--- src/source/lcdPkg.sv ---
package lcdPkg;

    ////////////////////////////////////////
    // text geometry
    ////////////////////////////////////////

    localparam int lineChars = 16;
    localparam int lineBits  = lineChars * 8;

    typedef logic [7:0] byteT;
    typedef logic [3:0] nibbleT;

    ////////////////////////////////////////
    // item kinds and sequencer states
    ////////////////////////////////////////

    // wake is a lone nibble, cmd and char are full bytes
    typedef enum logic [1:0] {
        kindWake,
        kindCmd,
        kindChar
    } itemKindT;

    typedef enum logic [2:0] {
        stWake,
        stConfig,
        stAddrA,
        stLineA,
        stAddrB,
        stLineB,
        stGap
    } seqStateT;

    ////////////////////////////////////////
    // HD44780 command codes
    ////////////////////////////////////////

    localparam nibbleT cmdWake        = 4'h3;
    // switches the controller to 4-bit mode
    localparam nibbleT cmdWakeFour    = 4'h2;
    // 4-bit bus, two lines, 5x8 font
    localparam byteT   cmdFunctionSet = 8'h28;
    localparam byteT   cmdEntryMode   = 8'h06;
    localparam byteT   cmdDisplayOn   = 8'h0C;
    localparam byteT   cmdClear       = 8'h01;
    localparam byteT   cmdAddrLineA   = 8'h80;
    localparam byteT   cmdAddrLineB   = 8'hC0;

    // step pacing and idle steps between passes
    localparam int defaultStepCycles = 10001;
    localparam int defaultGapSteps   = 784;

endpackage

--- src/source/lcdDriver.sv ---
module lcdDriver #(
    parameter int stepCycles = lcdPkg::defaultStepCycles,
    parameter int gapSteps   = lcdPkg::defaultGapSteps
) (
    input  logic                        clk,
    input  logic                        rstN,
    input  logic [lcdPkg::lineBits-1:0] lineA,
    input  logic [lcdPkg::lineBits-1:0] lineB,
    output logic                        lcdE,
    output logic                        lcdRw,
    output logic                        lcdRs,
    output lcdPkg::nibbleT              lcdData
);
    import lcdPkg::*;

    logic     tick;
    logic     ready;
    logic     issue;
    byteT     itemByte;
    itemKindT itemKind;

    // write only, the busy flag is never read
    assign lcdRw = 1'b0;

    lcdStepTimer #(
        .stepCycles(stepCycles)
    ) i_lcdStepTimer (
        .clk (clk),
        .rstN(rstN),
        .tick(tick)
    );

    lcdSequencer #(
        .gapSteps(gapSteps)
    ) i_lcdSequencer (
        .clk     (clk),
        .rstN    (rstN),
        .tick    (tick),
        .ready   (ready),
        .lineA   (lineA),
        .lineB   (lineB),
        .issue   (issue),
        .itemByte(itemByte),
        .itemKind(itemKind)
    );

    lcdNibbleWriter i_lcdNibbleWriter (
        .clk     (clk),
        .rstN    (rstN),
        .tick    (tick),
        .issue   (issue),
        .itemByte(itemByte),
        .itemKind(itemKind),
        .ready   (ready),
        .lcdE    (lcdE),
        .lcdRs   (lcdRs),
        .lcdData (lcdData)
    );

endmodule

--- src/source/lcdNibbleWriter.sv ---
module lcdNibbleWriter (
    input  logic             clk,
    input  logic             rstN,
    input  logic             tick,
    input  logic             issue,
    input  lcdPkg::byteT     itemByte,
    input  lcdPkg::itemKindT itemKind,
    output logic             ready,
    output logic             lcdE,
    output logic             lcdRs,
    output lcdPkg::nibbleT   lcdData
);
    import lcdPkg::*;

    // three steps per nibble
    typedef enum logic [1:0] {
        phLow,
        phSetup,
        phHigh
    } phaseT;

    phaseT    phase;
    logic     busy;
    logic     secondHalf;
    logic     lastNibble;
    logic     accept;
    byteT     itemReg;
    itemKindT kindReg;
    nibbleT   curNibble;

    assign ready      = !busy;
    assign accept     = tick && ready && issue;
    assign lastNibble = (kindReg == kindWake) || secondHalf;
    // high nibble goes first, wake items carry theirs in the low half
    assign curNibble  = lastNibble ? itemReg[3:0] : itemReg[7:4];

    always_ff @(posedge clk) begin
        if (accept) begin
            itemReg <= itemByte;
            kindReg <= itemKind;
        end
    end

    ////////////////////////////////////////
    // strobe phases
    ////////////////////////////////////////

    always_ff @(posedge clk) begin
        if (!rstN) begin
            busy       <= 1'b0;
            phase      <= phLow;
            secondHalf <= 1'b0;
            lcdE       <= 1'b0;
            lcdRs      <= 1'b0;
            lcdData    <= '0;
        end else if (tick) begin
            if (!busy) begin
                // low phase of a new item runs on its issue step
                lcdE <= 1'b0;
                if (issue) begin
                    busy       <= 1'b1;
                    phase      <= phSetup;
                    secondHalf <= 1'b0;
                end
            end else begin
                case (phase)
                    phLow: begin
                        lcdE  <= 1'b0;
                        phase <= phSetup;
                    end
                    phSetup: begin
                        lcdRs   <= (kindReg == kindChar);
                        lcdData <= curNibble;
                        phase   <= phHigh;
                    end
                    default: begin
                        lcdE <= 1'b1;
                        if (lastNibble) begin
                            busy  <= 1'b0;
                            phase <= phLow;
                        end else begin
                            secondHalf <= 1'b1;
                            phase      <= phLow;
                        end
                    end
                endcase
            end
        end
    end

endmodule

--- src/source/lcdSequencer.sv ---
module lcdSequencer #(
    parameter int gapSteps = lcdPkg::defaultGapSteps
) (
    input  logic                        clk,
    input  logic                        rstN,
    input  logic                        tick,
    input  logic                        ready,
    input  logic [lcdPkg::lineBits-1:0] lineA,
    input  logic [lcdPkg::lineBits-1:0] lineB,
    output logic                        issue,
    output lcdPkg::byteT                itemByte,
    output lcdPkg::itemKindT            itemKind
);
    import lcdPkg::*;

    localparam int idxW = $clog2(lineChars);
    localparam int gapW = (gapSteps > 1) ? $clog2(gapSteps) : 1;

    localparam logic [idxW-1:0] lastWake   = idxW'(3);
    localparam logic [idxW-1:0] lastConfig = idxW'(3);
    localparam logic [idxW-1:0] lastChar   = idxW'(lineChars - 1);
    localparam logic [gapW-1:0] lastGap    = gapW'(gapSteps - 1);

    seqStateT            state;
    logic [idxW-1:0]     idx;
    logic [gapW-1:0]     gapCnt;
    logic [lineBits-1:0] textA;
    logic [lineBits-1:0] textB;
    logic                step;
    logic                passStart;
    byteT                charA;
    byteT                charB;

    // configuration list in send order
    function automatic byteT configByte(input logic [1:0] sel);
        byteT code;
        case (sel)
            2'd0:    code = cmdFunctionSet;
            2'd1:    code = cmdEntryMode;
            2'd2:    code = cmdDisplayOn;
            default: code = cmdClear;
        endcase
        return code;
    endfunction

    ////////////////////////////////////////
    // issue and item select
    ////////////////////////////////////////

    assign step      = tick && ready;
    assign issue     = step && (state != stGap);
    assign passStart = issue && (state == stWake) && (idx == '0);

    // leftmost character sits in the top byte
    assign charA = textA[lineBits - 8 - 8 * idx +: 8];
    assign charB = textB[lineBits - 8 - 8 * idx +: 8];

    always_comb begin
        itemKind = kindCmd;
        itemByte = '0;
        case (state)
            stWake: begin
                itemKind = kindWake;
                itemByte = {4'h0, (idx == lastWake) ? cmdWakeFour : cmdWake};
            end
            stConfig: begin
                itemByte = configByte(idx[1:0]);
            end
            stAddrA: begin
                itemByte = cmdAddrLineA;
            end
            stLineA: begin
                itemKind = kindChar;
                itemByte = charA;
            end
            stAddrB: begin
                itemByte = cmdAddrLineB;
            end
            stLineB: begin
                itemKind = kindChar;
                itemByte = charB;
            end
            default: begin
                itemByte = '0;
            end
        endcase
    end

    ////////////////////////////////////////
    // pass FSM
    ////////////////////////////////////////

    always_ff @(posedge clk) begin
        if (!rstN) begin
            state  <= stWake;
            idx    <= '0;
            gapCnt <= '0;
        end else if (step) begin
            case (state)
                stWake: begin
                    if (idx == lastWake) begin
                        state <= stConfig;
                        idx   <= '0;
                    end else begin
                        idx <= idx + 1'b1;
                    end
                end
                stConfig: begin
                    if (idx == lastConfig) begin
                        state <= stAddrA;
                        idx   <= '0;
                    end else begin
                        idx <= idx + 1'b1;
                    end
                end
                stAddrA: begin
                    state <= stLineA;
                end
                stLineA: begin
                    if (idx == lastChar) begin
                        state <= stAddrB;
                        idx   <= '0;
                    end else begin
                        idx <= idx + 1'b1;
                    end
                end
                stAddrB: begin
                    state <= stLineB;
                end
                stLineB: begin
                    if (idx == lastChar) begin
                        state <= (gapSteps == 0) ? stWake : stGap;
                        idx   <= '0;
                    end else begin
                        idx <= idx + 1'b1;
                    end
                end
                default: begin
                    // idle steps, then a fresh pass
                    if (gapCnt == lastGap) begin
                        state  <= stWake;
                        gapCnt <= '0;
                    end else begin
                        gapCnt <= gapCnt + 1'b1;
                    end
                end
            endcase
        end
    end

    // snapshot of both lines for the whole pass
    always_ff @(posedge clk) begin
        if (passStart) begin
            textA <= lineA;
            textB <= lineB;
        end
    end

endmodule

--- src/source/lcdStepTimer.sv ---
module lcdStepTimer #(
    parameter int stepCycles = lcdPkg::defaultStepCycles
) (
    input  logic clk,
    input  logic rstN,
    output logic tick
);

    localparam int cntW = (stepCycles > 1) ? $clog2(stepCycles) : 1;
    localparam logic [cntW-1:0] reloadVal = cntW'(stepCycles - 1);

    logic [cntW-1:0] count;

    // counts down and reloads, one tick per step
    always_ff @(posedge clk) begin
        if (!rstN) begin
            count <= reloadVal;
        end else if (count == '0) begin
            count <= reloadVal;
        end else begin
            count <= count - 1'b1;
        end
    end

    assign tick = (count == '0);

endmodule

--- config.mk ---
export PLATFORM = sky130hd
export DESIGN_NAME = lcdDriver
export DESIGN_NICKNAME = d
export VERILOG_FILES = /design/src/source/lcdPkg.sv /design/src/source/lcdDriver.sv /design/src/source/lcdNibbleWriter.sv /design/src/source/lcdSequencer.sv /design/src/source/lcdStepTimer.sv
export SDC_FILE = /design/constraint.sdc
export NUM_CORES = 1
export LEC_CHECK = 0
export BUFFER_PORTS_ARGS = -buffer_cell sky130_fd_sc_hd__buf_4
export CORE_MARGIN = 1
export CORE_UTILIZATION = 45
export DETAILED_ROUTE_END_ITERATION = 10
export HOLD_SLACK_MARGIN = 0.02
export PLACE_DENSITY = 0.8
export SLEW_MARGIN = 20
export SYNTH_ARGS = -nofsm -noshare
export SYNTH_HDL_FRONTEND = slang
export SYNTH_SLANG_ARGS = --single-unit
--- constraint.sdc ---
create_clock -name clk -period 30.1 [get_ports clk]
set_input_delay 1.505 -clock clk [delete_from_list [all_inputs] [get_ports clk]]
set_output_delay 1.505 -clock clk [all_outputs]
set_load 0.02 [all_outputs]
==> summary.md, run 1 <==
| Metric | Value |
|---|---|
| Vias | 7264 |
| WP data arrival | between 3000 and 4000 ps |
| Final worst slack | 26440 ps |
| Peak supply drop | 0.0506 mV |
| Final WL | 28.5 mm |
| Post-Syn Nets | 966 |
| Pwr Density | 55.0 mW/mm^2 |
| Worst-Margin Slew | 1090 ps |
| Initial core utilization | 0.458 |
| Drt pass-1 iters | 5 |
| Post-CTS setup buffer count | 0 |
| Synthesized cell area | 0.0123 mm^2 |
| Main area contributors after synthesis | edfxtp_1 (65%), mux4_2 (12%), dfxtp_1 (6.7%) |
| Synth-to-Final Area Change | 25.9% |
| Core Footprint | 0.0269 mm^2 |
| Startpoint Class | flop |
| Required time of the critical path | 30250 ps |
| Clock Tree Root | clkbuf_16 |
| Most frequent cells in the layout | buf_4 (270), edfxtp_1 (266), mux4_2 (67), nand2_1 (50), dfxtp_1 (39) |
| Fin crit period | 3660 ps |
| Run status | finished clean |
| Max_cap viols | 0 |
| First-pass GRT wire length | 43.4 mm |
| Post-route clock period utilization | 0.121 |
| Ratio of cells with drive above 1 in the final layout | 0.394 |
| Routed Antenna Nets | 0 |
| Flop-to-flop setup slack | 26440 ps |
| CP endpoint kind | flop |
| Crit Reg-Reg Startpoint | i_lcdStepTimer.count[7]$_SDFF_PP0_ |
| FMAX | 273 MHz |
| Post-synth EDFFs | roughly 270 |
| Initial DRC Count | 559 |
| Synth warn | 0 |
| Setup violators final | 0 |
| Tot GR Track Use | 0.205 |
| Die X | 167 um |
| Synth area leader | edfxtp_1 |
| Leak | 5.58 nW |
| Crit path kind | flop to flop |
| Pre-CTS setup slack | 26430 ps |
| Asr flop ratio synth | 0 |
| Average size of a mapped cell | 17.6 um^2 |
| Largest net degree at the start of global routing | 95 |
| Worst Clk Skew | 15.2 ps |
| Cell row count | 60 |
| Hold_buf cts | 0 |
| Detail Placement HPWL | 20.4 mm |
| Sw power | 0.162 mW |
| Clk slew on worst S/H paths | 60 ps |
| Count of input and output buffers | between 200 and 300 |
| RR Endpoint | i_lcdSequencer.textA[107]$_DFFE_PP_ |
| Nets@finish | 1234 |
| Num Clock Sinks | 307 |
| Yosys cell types | approximately 60 |
| Register area share after synthesis | 0.716 |
| Max H-tree Level | 1 |
| Crit. Startpoint | i_lcdStepTimer.count[7]$_SDFF_PP0_ |
| Clock share of power | 0.413 |
| Pwr Total | 0.852 mW |
| Final Max Slew Viols | 0 |
| Num CTS Buffers | 29 |
| Most common cell after layout, fill and taps aside | buf_4 |
| Post-synthesis register bit count | 307 |
| GPL Wtd Cong | slightly below 0.8 |
| CTS-repair resized insts | 0 |
| Antenna cell count | 0 |
| Crit path to | i_lcdSequencer.textA[107]$_DFFE_PP_ |
| Die area | 0.0280 mm^2 |
| Net Sw Frac | 0.191 |
| Internal | 0.690 mW |
| Vias/cell | 5.46 |
| Worst skew pair latency | 540 ps |
| Finished Core Util | 0.577 |
| Hold_ws | roughly 460 ps |
| Register share of total power | 0.546 |
| Antenna violations before repair | 0 |
| CP Max Fanout | 79 |
| Total grt overflow | 0 |
| Synth top area share | 0.649 |
| Final Hold Fails | 0 |
| Gate Count Post-Synth | 700 |
| Gate power share | 0.041 |
| Max Root-Sink Buffers | 3 |
| RSZ-0062 raised after global routing | false |
| Number of fill cells | 1990 |
| Main flop type after synthesis | edfxtp_1 |
| Chip Height | between 150 and 200 um |
| R2R depth | 6 |
| I/O pin total | approximately 270 |
| CTS tree | built |
| Vias in the first global route | 7689 |
| WL/cell | 21.4 um |
| Max_slew headroom | 0.270 |
| Post-route DRC | 0 |
| Setup TNS | 0 ps |
| Class of the worst hold path | flop to flop |
## final cells by class
| cell class | instances | area (um^2) | area share |
|---|---|---|---|
| clock buffers | 38 | 759 | 0.0490 |
| clock inverters | 15 | 150 | 0.00969 |
| inverters | 10 | 37.5 | 0.00242 |
| multi-input cells | 349 | 3270 | 0.211 |
| flip-flops and latches | 307 | 8810 | 0.569 |
| well taps | 341 | 427 | 0.0275 |
| repair buffers | 271 | 2040 | 0.132 |
## cell usage after synthesis, drive strengths merged, types with 4 or more instances
master	instances
nand3b	4
and2	5
and3	6
edfxtp	266
nor2b	6
ha	8
a22oi	5
o211a	5
or3	7
xnor2	10
nor3	13
mux4	67
xor2	7
buf	18
o21a	4
a21oi	18
nor2	36
dfxtp	41
o21ai	17
inv	10
clkbuf	16
mux2i	9
nand2	50
nand4	4
a21boi	8
nand2b	4
nand3	15
## logic make-up (layout without fill, tap and decap cells)
| kind of cell | after synthesis | after routing | share of synthesized area |
|---|---|---|---|
| flops | 307 | 307 | 0.716 |
| mux | 76 | 76 | 0.130 |
| compound gates | 83 | 83 | 0.0461 |
| buf+inv | 44 | 334 | 0.0189 |
| fa+ha+maj | 8 | 8 | 0.00813 |
| other cells | 1 | 1 | 0.000305 |
| simple gates | 164 | 164 | 0.0689 |
| xor+xnor | 17 | 17 | 0.0121 |
## per-stage QoR
step / cell area [um^2] / cells
after global placement: 14600 / 1278
final: 15500 / 1331
after global routing: 15500 / 1331
after CTS: 15500 / 1331
after floorplan: 12300 / 700
after detailed placement: 14600 / 1278
## critical path: stages, from the launching register on
cell and delay, ps:
dfxtp_1 370, or4_4 550, nor3_4 190, nand3_1 390
nor3_2 310, buf_4 560, buf_4 870
## how the worst min path moves through the flow
stage | cells after the start | end | slack (ps) | from
3_3_place_gp | 1 | i_lcdStepTimer.count[0]$_SDFF_PP0_ | 440 | i_lcdStepTimer.count[0]$_SDFF_PP0_
6_report | 2 | i_lcdStepTimer.count[6]$_SDFF_PP0_ | 460 | i_lcdStepTimer.count[6]$_SDFF_PP0_
3_5_place_dp | 2 | i_lcdStepTimer.count[6]$_SDFF_PP0_ | 450 | i_lcdStepTimer.count[6]$_SDFF_PP0_
2_1_floorplan | 1 | i_lcdStepTimer.count[0]$_SDFF_PP0_ | 430 | i_lcdStepTimer.count[0]$_SDFF_PP0_
5_1_grt | 1 | i_lcdStepTimer.count[0]$_SDFF_PP0_ | 490 | i_lcdStepTimer.count[0]$_SDFF_PP0_
4_1_cts | 2 | i_lcdStepTimer.count[6]$_SDFF_PP0_ | 460 | i_lcdStepTimer.count[6]$_SDFF_PP0_
## registers in the layout (all words and copies together), names as in the netlist
signal                        flops
i_lcdSequencer.idx                4
i_lcdNibbleWriter.busy            1
i_lcdNibbleWriter.lcdE            1
i_lcdSequencer.textA            128
i_lcdNibbleWriter.kindReg         2
i_lcdSequencer.state              3
i_lcdSequencer.textB            128
i_lcdNibbleWriter.secondHalf      1
i_lcdStepTimer.count             14
i_lcdNibbleWriter.phase           2
i_lcdNibbleWriter.lcdRs           1
i_lcdNibbleWriter.itemReg         8
i_lcdNibbleWriter.lcdData         4
i_lcdSequencer.gapCnt            10
## power by group through the flow
stage                     clock, mW  sequential, mW  combinational [mW]
after floorplan                   0           0.474             0.00644
after global placement            0           0.474              0.0345
after detailed placement          0           0.474              0.0350
after CTS                     0.356           0.465              0.0352
after global routing          0.372           0.465              0.0373
final                         0.352           0.465              0.0349
## layer usage
| metal | vias to the layer above | routed length, um | track usage |
|---|---|---|---|
| met1 | 3583 | 10800 | 0.248 |
| met2 | 316 | 15200 | 0.373 |
| met3 | 58 | 1680 | 0.0305 |
| li1 | 3307 | - | - |
| met5 | - | 0 | 0 |
| met4 | 0 | 898 | 0.0706 |
(Power assumes the default switching activity.)
==> run 2, diff against run 1 <==
- clock period: 30.1 -> 3.5 ns (I/O delays scaled with it)
==> summary.md, run 2 (synthesis gave the netlist of run 1 again) <==
| Metric | Value |
|---|---|
| Run status | finished clean |
| Final WL | 40.9 mm (+43%) |
| Count of input and output buffers | 263 (unchanged) |
| Leak | 6.79 nW (+22%) |
| Most frequent cells in the layout | buf_4 (276), edfxtp_1 (266), dlygate4sd3_1 (257), mux4_2 (67), nand2_1 (50) |
| Detail Placement HPWL | 20.9 mm (+2.2%) |
| Final Hold Fails | 0 (unchanged) |
| Setup violators final | 0 (unchanged) |
| Placed instance area | 0.0147 mm^2 (+1.0%) |
| Antenna violations before repair | 2 (+2) |
| Regs by FF count | i_lcdSequencer.textA x128, i_lcdSequencer.textB x128, i_lcdStepTimer.count x14 |
| Cell row count | 60 (unchanged) |
| Peak supply drop | 0.421 mV (+730%) |
| Pwr Total | 7.94 mW (+830%) |
| GPL Wtd Cong | 0.833 (+4.9%) |
| Die area | 0.0280 mm^2 (unchanged) |
| Largest net degree at the start of global routing | 102 (+7.4%) |
| Fin crit period | 3000 ps (-654 ps) |
| CTS tree | built |
| CTS-repair resized insts | 0 (unchanged) |
| Total grt overflow | 0 (unchanged) |
| RSZ-0062 raised after global routing | false |
| Crit path kind | flop to flop |
| Drt pass-1 iters | 5 (unchanged) |
| Clk slew on worst S/H paths | 70 ps (about the same) |
| Synth-to-Final Area Change | 48.7% |
| Required time of the critical path | 3770 ps (-26480 ps) |
| Initial DRC Count | 1139 (+100%) |
| Max H-tree Level | 1 (unchanged) |
| Final Max Slew Viols | 0 (unchanged) |
| Worst skew pair latency | 560 ps (+20 ps) |
| CP endpoint kind | flop |
| Max Root-Sink Buffers | 3 (unchanged) |
| I/O pin total | 265 (unchanged) |
| Max_cap viols | 0 (unchanged) |
| Initial core utilization | 0.458 (unchanged) |
| Post-route DRC | 0 (unchanged) |
| Post-CTS setup buffer count | 0 (unchanged) |
| Ratio of cells with drive above 1 in the final layout | 0.329 (-0.0651) |
| Startpoint Class | flop |
| Worst-Margin Slew | 837 ps (-255 ps) |
| Routed Antenna Nets | 0 (unchanged) |
| Tot GR Track Use | 0.294 (+0.0893) |
| Nets@finish | 1501 (+22%) |
| First-pass GRT wire length | 60.7 mm (+40%) |
| Hold_ws | 338 ps (-123 ps) |
| Worst Clk Skew | 28.0 ps (+12.8 ps) |
| FMAX | 333 MHz (+22%) |
| Pwr Density | 434 mW/mm^2 (+690%) |
| WP data arrival | 3280 ps (-530 ps) |
| Die X | 167 um (unchanged) |
| Final instance area | 0.0183 mm^2 (+18%) |
| Num Clock Sinks | 307 (unchanged) |
| Vias/cell | 5.83 (+6.8%) |
| CP Max Fanout | 31 (-61%) |
| Post-route clock period utilization | 0.858 (+0.736) |
| Clock Tree Root | clkbuf_16 |
| Num CTS Buffers | 29 (unchanged) |
| Vias | 9324 (+28%) |
| Vias in the first global route | 9992 (+30%) |
| Class of the worst hold path | input pin to flop |
| WL/cell | 25.6 um (+19%) |
| Most common cell after layout, fill and taps aside | buf_4 |
| Chip Height | 167 um (unchanged) |
| Max_slew headroom | 0.442 (+0.171) |
| Core Footprint | 0.0269 mm^2 (unchanged) |
==> run 2: power breakdown <==
part / leakage, nW / switching [mW] / internal [mW] / total (mW)
sequential: 2.71 / 0.0165 / 3.98 / 4.00
combinational: 3.59 / 0.178 / 0.395 / 0.573
clock: 0.486 / 1.40 / 1.96 / 3.36
==> run 2: per-stage QoR <==
step,setup WS [ps],instances,setup TNS (ps),util
2_1_floorplan,-4370,700,-1118370,-
6_report,497,1599,0,0.681
4_1_cts,716,1597,0,0.681
3_3_place_gp,815,1288,0,0.548
5_1_grt,347,1599,0,0.681
3_5_place_dp,738,1288,0,0.548
==> run 2: worst paths after layout <==
path / startpoint / to / slack, ps / cells past startpoint
hold / removal: lineB[6] / i_lcdSequencer.textB[6]$_DFFE_PP_ / 340 / 2
hold reg to reg: i_lcdStepTimer.count[6]$_SDFF_PP0_ / i_lcdStepTimer.count[6]$_SDFF_PP0_ / 450 / 2
setup / recovery: i_lcdSequencer.state[2]$_SDFFE_PN0P_ / i_lcdNibbleWriter.itemReg[3]$_DFFE_PP_ / 500 / 6
setup reg to reg: i_lcdSequencer.state[2]$_SDFFE_PN0P_ / i_lcdNibbleWriter.itemReg[3]$_DFFE_PP_ / 500 / 6
==> run 2: metal layers <==
layer / vias up / track usage / wire, um
li1: 3839 / - / -
met1: 4506 / 0.332 / 13100
met2: 784 / 0.515 / 20900
met3: 195 / 0.0570 / 4040
met4: 0 / 0.181 / 2830
met5: - / 0 / 0
==> run 2: layout make-up <==
class,count,area (um^2)
Fill cell,1517,8570
Timing Repair Buffer,538,4740
Clock buffer,33,741
Inverter,10,37.5
Tap cell,341,427
Multi-Input combinational cell,349,3280
Clock inverter,19,249
Antenna cell,2,5.00
Sequential cell,307,8810
==> run 2: critical path, cell delays in order (launching register included) <==
cell and delay, ps:
dfxtp_1 590, nand3b_4 380, buf_12 330, mux4_2 500, a22o_1 290, a2111oi_2 420, o22ai_1 200
==> run 2: repair_timing <==
action | CTS | global route
endpoints found under the hold margin | 275 | 0
endpoints found under the setup margin | 0 | 0
hold buffers | 257 | 0
